$ cat src/verilog/csh_pkg.sv
// Shared widths and bus structs for the cache control sequencer
package csh_pkg;

  // Cache geometry
  localparam int NUM_WAYS = 4;
  localparam int LRU_W    = $clog2(NUM_WAYS);

  // Diagnostic readout
  localparam int DIAG_SEL_W  = 3;
  localparam int DIAG_GROUPS = 4;
  localparam int DIAG_IDX_W  = $clog2(DIAG_GROUPS);
  localparam int DIAG_W      = 8;

  typedef logic [NUM_WAYS-1:0] way_vec_t;

  typedef struct packed {
    logic mb_req;
    logic ebox_req;
    logic vma_read;
    logic vma_write;
    logic vma_pause;
  } csh_req_t;

  typedef struct packed {
    logic core_busy;
    logic mem_busy;
    logic core_data_valid;
    logic write_ok;
    logic cache_bit;          // page may be cached
    logic cache_to_mb_done;
  } csh_mem_t;

  typedef struct packed {
    way_vec_t           valid_match;
    way_vec_t           any_wr;   // way holds written data
    way_vec_t           wd_val;
    logic [LRU_W-1:0]   lru;
  } csh_dir_t;

  typedef struct packed {
    logic mb_req_grant;
    logic ebox_req_grant;
    logic mb_cyc;
    logic ebox_cyc;
  } csh_grant_t;

  typedef struct packed {
    logic t0;
    logic t1;
    logic t2;
    logic t3;
  } csh_time_t;

  typedef struct packed {
    logic             any_valid_match;
    logic             any_written_match;
    logic             rd_found;
    logic             lru_any_wr;
    logic [LRU_W-1:0] match_hold;
  } csh_match_t;

  typedef struct packed {
    logic mbox_resp;
    logic e_core_rd_rq;
    logic one_word_rd;
    logic writeback_t1;
    logic ebox_retry_req;
    logic cache_wr;
    logic ebox_wr_t4;
  } csh_status_t;

endpackage
$ cat src/verilog/csh.sv
// Cache control sequencer top level
`timescale 1ns/1ns

module csh import csh_pkg::*; (
  input  logic                  clk,
  input  logic                  reset,
  input  csh_req_t              req,
  input  csh_mem_t              mem,
  input  csh_dir_t              dir,
  input  logic                  ebox_cyc_abort,
  input  logic                  ac_ref,
  input  logic [DIAG_SEL_W-1:0] diag_sel,
  output csh_grant_t            grant,
  output csh_time_t             tm,
  output csh_match_t            hit,
  output csh_status_t           status,
  output logic                  ready_to_go,
  output logic [DIAG_W-1:0]     diag_data
);

  logic              cycle_done;
  logic [DIAG_W-1:0] diag_arb;
  logic [DIAG_W-1:0] diag_time;
  logic [DIAG_W-1:0] diag_seq;
  logic [DIAG_W-1:0] diag_match;

  csh_arbiter arb (
    .clk         (clk),
    .reset       (reset),
    .req         (req),
    .mem         (mem),
    .cycle_done  (cycle_done),
    .tm          (tm),
    .grant       (grant),
    .ready_to_go (ready_to_go),
    .diag_arb    (diag_arb)
  );

  csh_ebox_timing timing (
    .clk            (clk),
    .reset          (reset),
    .start          (grant.ebox_req_grant),
    .ac_ref         (ac_ref),
    .ebox_cyc_abort (ebox_cyc_abort),
    .cache_idle_in  (cycle_done),
    .tm             (tm),
    .diag_time      (diag_time)
  );

  csh_match match (
    .dir        (dir),
    .hit        (hit),
    .diag_match (diag_match)
  );

  csh_ebox_seq seq (
    .clk         (clk),
    .reset       (reset),
    .req         (req),
    .mem         (mem),
    .tm          (tm),
    .hit         (hit),
    .ebox_cyc    (grant.ebox_cyc),
    .ready_to_go (ready_to_go),
    .status      (status),
    .cycle_done  (cycle_done),
    .diag_seq    (diag_seq)
  );

  csh_diag diag (
    .diag_sel   (diag_sel),
    .diag_arb   (diag_arb),
    .diag_time  (diag_time),
    .diag_seq   (diag_seq),
    .diag_match (diag_match),
    .diag_data  (diag_data)
  );

endmodule

$ cat src/verilog/csh_diag.sv
// Diagnostic select of internal state groups onto the diagnostic bus
`timescale 1ns/1ns

module csh_diag import csh_pkg::*; (
  input  logic [DIAG_SEL_W-1:0] diag_sel,
  input  logic [DIAG_W-1:0]     diag_arb,
  input  logic [DIAG_W-1:0]     diag_time,
  input  logic [DIAG_W-1:0]     diag_seq,
  input  logic [DIAG_W-1:0]     diag_match,
  output logic [DIAG_W-1:0]     diag_data
);

  logic [DIAG_W-1:0] groups [DIAG_GROUPS];

  assign groups[0] = diag_arb;
  assign groups[1] = diag_time;
  assign groups[2] = diag_seq;
  assign groups[3] = diag_match;

  // Upper select values read as zero
  always_comb begin
    diag_data = '0;
    if (diag_sel[DIAG_SEL_W-1:DIAG_IDX_W] == '0) begin
      diag_data = groups[diag_sel[DIAG_IDX_W-1:0]];
    end
  end

endmodule

$ cat src/verilog/csh_ebox_seq.sv
// EBOX read, write and writeback sequencing with response and retry strobes
`timescale 1ns/1ns

module csh_ebox_seq import csh_pkg::*; (
  input  logic              clk,
  input  logic              reset,
  input  csh_req_t          req,
  input  csh_mem_t          mem,
  input  csh_time_t         tm,
  input  csh_match_t        hit,
  input  logic              ebox_cyc,
  input  logic              ready_to_go,
  output csh_status_t       status,
  output logic              cycle_done,
  output logic [DIAG_W-1:0] diag_seq
);

  logic e_t2;
  logic rd_t2;
  logic rd_t2_ok;
  logic wr_t2;
  logic pause_wr_t2;
  logic victim_wb;
  logic rd_comp;
  logic retry_next_in;

  logic mbox_resp;
  logic e_core_rd_rq;
  logic one_word_rd;
  logic writeback_t1;
  logic cache_wr;
  logic ebox_wr_t4;
  logic wr_t3;
  logic one_word_wr;
  logic retry_next;
  logic e_writeback;

  // Classification point of an EBOX reference
  assign e_t2        = tm.t2 & ebox_cyc;
  assign rd_t2       = e_t2 & req.vma_read;
  assign rd_t2_ok    = rd_t2 & ~mem.core_busy;
  assign wr_t2       = e_t2 & req.vma_write & ~req.vma_pause;
  assign pause_wr_t2 = e_t2 & req.vma_write & req.vma_pause;

  // Miss whose LRU victim must go back to core first
  assign victim_wb = ~hit.any_valid_match & hit.lru_any_wr & mem.cache_bit;

  assign rd_comp = e_core_rd_rq & mem.core_data_valid;

  // Core busy or write not allowed sends the EBOX back
  assign retry_next_in = wr_t2 & ~hit.any_valid_match & mem.core_busy &
                           (~mem.cache_bit | hit.lru_any_wr) |
                         wr_t3 & ~mem.write_ok |
                         rd_t2 & ~hit.rd_found & mem.core_busy;

  always_ff @(posedge clk) begin
    if (reset) begin
      mbox_resp    <= 1'b0;
      e_core_rd_rq <= 1'b0;
      one_word_rd  <= 1'b0;
      writeback_t1 <= 1'b0;
      cache_wr     <= 1'b0;
      ebox_wr_t4   <= 1'b0;
      wr_t3        <= 1'b0;
      one_word_wr  <= 1'b0;
      retry_next   <= 1'b0;
      e_writeback  <= 1'b0;
    end else begin
      mbox_resp <= rd_t2 & hit.rd_found |
                   rd_comp |
                   wr_t3 & mem.write_ok |
                   one_word_wr & ~mem.mem_busy |
                   pause_wr_t2;

      // Core read held until the data arrives
      e_core_rd_rq <= rd_t2_ok & ~hit.rd_found & ~victim_wb |
                      e_core_rd_rq & ~mem.core_data_valid;

      // Uncached page reads only one word
      one_word_rd <= rd_t2_ok & ~hit.any_valid_match & ~mem.cache_bit |
                     one_word_rd & ~mbox_resp & ~ready_to_go;

      writeback_t1 <= e_t2 & ~pause_wr_t2 & ~mem.core_busy & victim_wb;
      e_writeback  <= writeback_t1 & ebox_cyc |
                      e_writeback & ~mem.cache_to_mb_done;

      // Hit, or allocate into a clean victim
      wr_t3 <= wr_t2 & (hit.any_valid_match | mem.cache_bit & ~hit.lru_any_wr);
      ebox_wr_t4 <= wr_t3 & ~retry_next_in;

      one_word_wr <= wr_t2 & ~hit.any_valid_match & ~mem.cache_bit & ~mem.core_busy |
                     one_word_wr & mem.mem_busy;

      cache_wr   <= rd_comp & ~one_word_rd | wr_t3 & mem.write_ok;
      retry_next <= retry_next_in;
    end
  end

  assign status.mbox_resp      = mbox_resp;
  assign status.e_core_rd_rq   = e_core_rd_rq;
  assign status.one_word_rd    = one_word_rd;
  assign status.writeback_t1   = writeback_t1;
  assign status.ebox_retry_req = ebox_cyc & writeback_t1 | retry_next;
  assign status.cache_wr       = cache_wr;
  assign status.ebox_wr_t4     = ebox_wr_t4;

  assign cycle_done = mbox_resp | retry_next | e_writeback & mem.cache_to_mb_done;

  assign diag_seq = {e_writeback, status};

endmodule

$ cat src/verilog/csh_match.sv
// Directory match decode with hit way and victim-written select
`timescale 1ns/1ns

module csh_match import csh_pkg::*; (
  input  csh_dir_t          dir,
  output csh_match_t        hit,
  output logic [DIAG_W-1:0] diag_match
);

  logic [LRU_W-1:0] hit_way;

  assign hit.any_valid_match   = |dir.valid_match;
  assign hit.any_written_match = |(dir.valid_match & dir.any_wr);
  assign hit.rd_found          = |(dir.valid_match & dir.wd_val);

  // Written bit of the replacement candidate
  assign hit.lru_any_wr = dir.any_wr[dir.lru];

  // Highest matching way
  always_comb begin
    hit_way = '0;
    for (int i = 0; i < NUM_WAYS; i++) begin
      if (dir.valid_match[i]) begin
        hit_way = LRU_W'(i);
      end
    end
  end

  assign hit.match_hold = hit.any_valid_match ? hit_way : dir.lru;

  assign diag_match = {dir.valid_match, hit.match_hold,
                       hit.any_written_match, hit.lru_any_wr};

endmodule

$ cat src/verilog/csh_ebox_timing.sv
// EBOX reference timing chain T0 to T3 with AC-reference and abort exits
`timescale 1ns/1ns

module csh_ebox_timing import csh_pkg::*; (
  input  logic              clk,
  input  logic              reset,
  input  logic              start,
  input  logic              ac_ref,
  input  logic              ebox_cyc_abort,
  input  logic              cache_idle_in,
  output csh_time_t         tm,
  output logic [DIAG_W-1:0] diag_time
);

  logic ac_exit;
  logic abort_exit;

  always_ff @(posedge clk) begin
    if (reset) begin
      tm         <= '0;
      ac_exit    <= 1'b0;
      abort_exit <= 1'b0;
    end else begin
      tm.t0 <= start;
      // AC references never reach memory
      tm.t1 <= tm.t0 & ~ac_ref & ~cache_idle_in;
      tm.t2 <= tm.t1 & ~ebox_cyc_abort;
      tm.t3 <= tm.t2;
      ac_exit    <= tm.t0 & ac_ref;
      abort_exit <= tm.t1 & ebox_cyc_abort;
    end
  end

  assign diag_time = {tm, ac_exit, abort_exit, start, cache_idle_in};

endmodule

$ cat src/verilog/csh_arbiter.sv
// Request arbiter with cycle-type register, cache idle and ready-to-go
`timescale 1ns/1ns

module csh_arbiter import csh_pkg::*; (
  input  logic              clk,
  input  logic              reset,
  input  csh_req_t          req,
  input  csh_mem_t          mem,
  input  logic              cycle_done,
  input  csh_time_t         tm,
  output csh_grant_t        grant,
  output logic              ready_to_go,
  output logic [DIAG_W-1:0] diag_arb
);

  logic mb_req_r;
  logic ebox_req_en;
  logic en_clr;
  logic mb_cyc;
  logic ebox_cyc;
  logic cache_idle;
  logic done_in;
  logic done_d;
  logic mb_t1;
  logic t0_d;
  logic t1_d;
  logic chain_drop;

  // Memory buffer always wins over the EBOX
  assign grant.mb_req_grant   = mb_req_r;
  assign grant.ebox_req_grant = req.ebox_req & ebox_req_en & ready_to_go & ~mb_req_r;
  assign grant.mb_cyc         = mb_cyc;
  assign grant.ebox_cyc       = ebox_cyc;

  // End of an EBOX writeback transfer
  assign en_clr = ebox_cyc & mem.cache_to_mb_done;

  // Reference chain left early at t0 or t1
  assign chain_drop = t0_d & ~tm.t1 | t1_d & ~tm.t2;

  assign done_in = cycle_done | chain_drop | mb_t1;

  // An EBOX cycle frees the cache once its completion has reached cache idle
  assign ready_to_go = cache_idle & (~ebox_cyc | done_d);

  always_ff @(posedge clk) begin
    if (reset) begin
      mb_req_r    <= 1'b0;
      ebox_req_en <= 1'b1;
      mb_cyc      <= 1'b0;
      ebox_cyc    <= 1'b0;
      cache_idle  <= 1'b1;
      done_d      <= 1'b0;
      mb_t1       <= 1'b0;
      t0_d        <= 1'b0;
      t1_d        <= 1'b0;
    end else begin
      mb_req_r    <= req.mb_req;
      ebox_req_en <= ~mem.core_busy & ~en_clr;
      // Cycle type holds while a cycle runs
      if (ready_to_go) begin
        mb_cyc   <= grant.mb_req_grant;
        ebox_cyc <= grant.ebox_req_grant;
      end
      cache_idle <= done_in |
                    cache_idle & ~ready_to_go |
                    ready_to_go & ~grant.mb_req_grant & ~grant.ebox_req_grant;
      done_d     <= done_in;
      mb_t1      <= ready_to_go & grant.mb_req_grant;
      t0_d       <= tm.t0;
      t1_d       <= tm.t1;
    end
  end

  assign diag_arb = {mb_req_r, ~ebox_req_en, ~cache_idle, ~ready_to_go,
                     mb_cyc, ebox_cyc, mb_t1, done_d};

endmodule

$ cat config.mk
export PLATFORM = sky130hd
export DESIGN_NAME = csh
export DESIGN_NICKNAME = d
export VERILOG_FILES = /design/src/verilog/csh_pkg.sv /design/src/verilog/csh.sv /design/src/verilog/csh_diag.sv /design/src/verilog/csh_ebox_seq.sv /design/src/verilog/csh_match.sv /design/src/verilog/csh_ebox_timing.sv /design/src/verilog/csh_arbiter.sv
export SDC_FILE = /design/constraint.sdc
export NUM_CORES = 1
export LEC_CHECK = 0
export BUFFER_PORTS_ARGS = -buffer_cell sky130_fd_sc_hd__buf_2
export CORE_UTILIZATION = 40
export DETAILED_ROUTE_END_ITERATION = 8
export HOLD_SLACK_MARGIN = 0.03
export PLACE_DENSITY_LB_ADDON = 0.15
export SYNTH_ARGS = -nofsm -noshare
export SYNTH_HDL_FRONTEND = slang
export SYNTH_SLANG_ARGS = --single-unit
$ cat constraint.sdc
create_clock -name clk -period 1.8 [get_ports clk]
set_input_delay 0.27 -clock clk [delete_from_list [all_inputs] [get_ports clk]]
set_output_delay 0.27 -clock clk [all_outputs]
set_load 0.01 [all_outputs]
==> metrics.txt, run 1 <==
Fmax 506 MHz; initial antenna violation count 0; drt first pass iters 4; vias in the first global route roughly 1200; static leakage between 0.0008 and 0.0009 µW; failing checks negative setup slack; # setup viols final 3; post-synth top area share between 30% and 40%; max-cap violations 0; CP Launch Type register; register area 507 µm²; dpl cells ~250; largest net degree at the start of global routing 23; first-pass GRT wire length between 5000 and 6000 µm; Layout Skew between 0.006 and 0.007 ns; Via density between 5 and 6; Die Ht 60.4 µm; Ports 62; Critical Path AT roughly 1.7 ns; most area-hungry cell type in the Yosys netlist dfxtp_1; register area share after synthesis 36.7%; Worst VDD drop 0.000442 V; Vias between 1000 and 1500; ys async rst share 0%; Yosys warning total 0; R2R Setup Slk ~0.060 ns; ranking of synthesized cells by area dfxtp_1, mux4_2, buf_4, nor2b_1, a21oi_1; predominant post-synthesis flop cell dfxtp_1; total power about 1100 µW; PnR worst setup slack -0.176 ns; total grt overflow 0; cell with the most instances after synthesis dfxtp_1; nets 247; number of diodes 0; Tcrit/Tclk final 110%; DRC violations left 0; chip width about 60 µm; TritonCTS clock tree done; WL final between 3000 and 4000 µm; worst skew pair latency around 0.32 ns; Final Instance Area 0.00183 mm²; Synth Cell Area 0.00136 mm²; DP Area 0.00169 mm²; htree depth 1; Power Dens Cells between 500 and 600 mW/mm²; Synth Net Count around 180; unrepaired setup endpoints after global routing true; clk buf depth 2; Fin. Hold Viols 0; GPL Wtd Cong approximately 0.87; Final Non-Filler Cells about 260; Post-Syn Instances between 100 and 150; row count 20; CTS root buf clkbuf_4; area occupied by multi-input gates around 750 µm²; CTS buffer count 3; pre-CTS setup slack -0.139 ns; Final ANT Viol Nets 0; Unique masters post-synth 41; GRT Util Overall approximately a fifth; Layout area overhead 34.0%; Post-synth EDFFs 0; Setup crit end kind output port; CP Max Fanout 2; status complete, but fails checks; transition time of the tightest slew-check pin 0.678 ns; initial core utilization 43.3%; fin crit period 1.98 ns; setup tns final -0.480 ns; fin. max-slew vios 0; input/output buffers 61; full die area about 0.0036 mm²; Iter 0 DRT Violations 46; CP Class reg -> out; worst path required time between 1.5 and 2 ns; core area around 0.0032 mm²; layout cell share with drive strength beyond 1 49.1%; Worst-path clk slew 0.13 ns; most instantiated cells after synthesis dfxtp_1, buf_4, a21oi_1, nor2_1, nor2b_1; dpl hpwl around 2900 µm; clock sinks 25; Filler Cells Inserted roughly 310; mean post-synth cell area approximately 9 µm²; Largest register FFs 4; DR WL/cell between 15 and 20 µm; worst relative slew slack 53.6%; worst hold-check path type in -> reg; Synth Register Bits 25
## cell usage in the layout, fill, tap and decap left out, types with 3 or more instances in the layout
| cell | synthesis | final |
|---|---|---|
| o21ai_0 | 4 | 3 |
| a21oi_1 | 10 | 10 |
| nor2_1 | 10 | 10 |
| nand3_1 | 4 | 4 |
| buf_2 | 1 | 59 |
| nand3b_1 | 3 | 3 |
| buf_4 | 11 | 15 |
| mux2i_1 | 3 | 3 |
| mux4_2 | 6 | 6 |
| nor2b_1 | 10 | 9 |
| inv_1 | 7 | 7 |
| dfxtp_2 | 0 | 5 |
| buf_6 | 0 | 4 |
| clkbuf_4 | 0 | 3 |
| dfxtp_1 | 25 | 20 |
| a211oi_1 | 4 | 4 |
| a22oi_1 | 4 | 4 |
| nand2_1 | 7 | 6 |
## metrics by stage
step | util [%] | hold WS, ns
after floorplan | - | 0.344
after global placement | 53.5 | 0.442
after detailed placement | 53.5 | 0.445
after CTS | 55.4 | 0.0963
after global routing | 58.0 | 0.0893
final | 58.0 | 0.102
## cell type report
cell class / count / share of cell area [%]
multi-input combinational: 98 / 41.2
sequential: 25 / 27.7
timing repair buffer: 78 / 24.8
tap: 44 / 3.01
inverter: 9 / 1.85
clock buffer: 4 / 1.44
## worst max-delay path, stage by stage, from the launching register on
cell and delay [ns]:
dfxtp_2 0.35, inv_2 0.05, o21ai_4 0.12, or3_4 0.14, inv_2 0.03, mux4_2 0.44, nor2b_4 0.14, buf_6 0.12
## power by group
part	total [µW]	switching, µW	internal [µW]
registers	581	13.1	568
logic	261	129	132
clock network	250	163	86.7
## final timing paths
check / start / cells past startpoint / to
worst min register to register: seq.one_word_wr$_SDFF_PP0_ / 2 / seq.one_word_wr$_SDFF_PP0_
worst max register to register: seq.retry_next$_SDFF_PP0_ / 4 / arb.cache_idle$_SDFF_PP1_
worst min-delay path: ebox_cyc_abort / 2 / timing.diag_time[5]$_SDFF_PP0_
worst max-delay path: arb.ebox_cyc$_SDFFE_PP0P_ / 7 / diag_data[1]
## repair_timing
item	CTS	global route
buffers inserted	4	5
resized for setup	4	10
setup endpoints to repair	3	6
hold buffers	0	0
pin swaps	3	4
## logic make-up (layout without fill, tap and decap cells)
logic type             count (synthesis)  in the layout  share of synthesized area, %
AO/OA/AOI/OAI                         33             33                          16.6
AND/OR/NAND/NOR                       56             56                          24.9
buffers and inverters                 24             91                          9.72
flip-flops                            25             25                          36.7
multiplexers                           9              9                          12.1
## per-layer routing
layer / vias up / GRT usage (%) / wire, µm
li1: 655 / - / -
met1: 634 / 29.7 / 1790
met2: 51 / 34.5 / 1910
met3: 4 / 2.56 / 202
met4: 0 / 6.98 / 38
met5: - / 0 / 0
Power figures use the tool's default switching activity.
==> run 2: changes to the inputs <==
Settings changed: PLACE_DENSITY set to 0.76, PLACE_DENSITY_LB_ADDON 0.15 to not set.
==> metrics.txt, run 2 (synthesis results as in run 1) <==
status complete, but fails checks; failing checks negative setup slack; Tcrit/Tclk final 112% (+2.0 points); # setup viols final 3 (unchanged); combinational share of power 24.7% (+0.8 points); PnR worst setup slack -0.213 ns (-0.0362 ns); Fin. Hold Viols 0 (unchanged); largest net degree at the start of global routing 23 (unchanged); fin crit period 2.01 ns (+0.0362 ns); total power 1110 µW (+2.0%); vias in the first global route 1207 (+2.8%); Layout area overhead 34.8%; Clock power frac 23.2% (+0.3 points); GRT Util Overall 21.1% (-0.25 points); total grt overflow 0 (unchanged); htree depth 1 (unchanged); worst hold-check path type in -> reg; input/output buffers 61 (unchanged); chip width 60.4 µm (unchanged); worst path required time 1.53 ns (about the same); static leakage 0.000857 µW (-0.60%); Fmax 497 MHz (-1.8%); CTS root buf clkbuf_4; Die Ht 60.4 µm (unchanged); Final ANT Viol Nets 0 (unchanged); Layout Skew 0.00120 ns (-0.00487 ns); Power Dens Cells 606 mW/mm² (+1.5%); first-pass GRT wire length 5600 µm (+1.1%); full die area 0.00365 mm² (unchanged); CP Launch Type register; clk buf depth 2 (unchanged); DRC violations left 0 (unchanged); most frequent cells in the layout buf_2, dfxtp_1, buf_4; commonest non-fill, non-tap cell in the layout buf_2; # hold bufs at CTS 0 (unchanged); drt first pass iters 4 (unchanged); Iter 0 DRT Violations 45 (-2.2%); initial antenna violation count 0 (unchanged); Switching Share 28.6% (+0.66 points); transition time of the tightest slew-check pin 0.697 ns (+0.0190 ns); dpl hpwl 2800 µm (-4.3%); Setup crit end kind output port; Via density 5.14 (-1.4%); Largest register FFs 4 (unchanged); crit-path cells inv_2 -> o21ai_4 -> or3_4 -> inv_4 -> mux4_2 -> nor2b_1 -> buf_2; WHS 0.0863 ns (-0.0158 ns); max-cap violations 0 (unchanged); CTS buffer count 3 (unchanged); initial core utilization 43.3% (unchanged); CP Class reg -> out; CP Max Fanout 2 (unchanged); Ports 62 (unchanged); row count 20 (unchanged); Vias 1341 (-0.22%); P_sw 319 µW (+4.4%); clock sinks 25 (unchanged); worst relative slew slack 52.3% (-1.3 points); Worst VDD drop 0.000318 V (-28%); Pint 795 µW (+1.1%); TritonCTS clock tree done; DR WL/cell 13.9 µm (-8.9%); layout cell share with drive strength beyond 1 50.2% (+1.2 points); GPL Wtd Cong 0.871 (-0.24%); worst skew pair latency 0.32 ns (about the same); number of diodes 0 (unchanged); Crit-path slowest cell mux4_2; worst stage delay on the critical path 0.44 ns (about the same); Worst-path clk slew 0.14 ns (about the same); unrepaired setup endpoints after global routing true; cell family with most CP delay multiplexers; core area 0.00315 mm² (unchanged); sequential share of power 52.1% (-1.1 points); Critical Path AT 1.74 ns (+0.03 ns); fin. max-slew vios 0 (unchanged); worst path buffer plus inverter count 3 (unchanged); WL final 3640 µm (-7.9%); nets 250 (+1.2%)
==> run 2: changes by cell type in the layout (fill, tap and decap cells not counted), sizes merged <==
cell / delta
buf: +3
clkbuf: -1
clkinvlp: +1
==> run 2: area by class of cell <==
| type | instances | area, µm² |
|---|---|---|
| well taps | 44 | 55.1 |
| flip-flops and latches | 25 | 509 |
| inverters | 9 | 36.3 |
| clock buffers | 3 | 22.5 |
| fillers | 299 | 1320 |
| clock inverters | 1 | 7.51 |
| repair buffers | 81 | 473 |
| multi-input cells | 98 | 734 |
==> run 2: timing repair <==
| action | in CTS | in global routing |
|---|---|---|
| buffers inserted | 6 | 4 |
| endpoints found under the setup margin | 3 | 7 |
| pin swaps | 3 | 4 |
| resized for setup | 8 | 6 |
==> run 2: path summary, 6_finish.rpt <==
check	start	to	slack, ns	cells after the start
max	arb.ebox_cyc$_SDFFE_PP0P_	diag_data[1]	-0.21	7
min	ebox_cyc_abort	timing.diag_time[5]$_SDFF_PP0_	0.09	2
max reg2reg	seq.retry_next$_SDFF_PP0_	arb.cache_idle$_SDFF_PP1_	0.10	4
min reg2reg	seq.one_word_wr$_SDFF_PP0_	seq.one_word_wr$_SDFF_PP0_	0.51	2
==> run 2: layer usage <==
layer	GRT usage, %	part of all wire (%)	wire length, µm
met1	30.2	46	1670
met2	32.3	47	1720
met3	2.35	5.4	196
met4	8.97	1.4	52
met5	0	0	0
==> run 2: power by group through the flow <==
| stage | registers [µW] | clock network [µW] | logic (µW) |
|---|---|---|---|
| after floorplan | 589 | 0 | 133 |
| after global placement | 590 | 0 | 245 |
| after detailed placement | 591 | 0 | 247 |
| after CTS | 580 | 262 | 268 |
| after global routing | 583 | 293 | 298 |
| final | 580 | 259 | 275 |
==> run 2: worst reg2reg max path, cell delays in order, from the launching register on <==
cell and delay [ns]:
dfxtp_2 0.34, a211o_1 0.30, buf_4 0.15, a2111oi_0 0.64, nand3b_1 0.14
==> run 2: per-stage QoR <==
step                setup WS, ns  cell area [µm²]  setup TNS (ns)  utilization [%]  std cells
finish                    -0.213             1840          -0.561             58.3        261
global route              -0.289             1840          -0.823             58.3        261
floorplan                 0.0598             1360               0                -        147
CTS                       -0.210             1800          -0.556             57.1        258
detailed placement       -0.0852             1710         -0.0852             54.2        248
global placement         -0.0838             1710         -0.0838             54.2        248
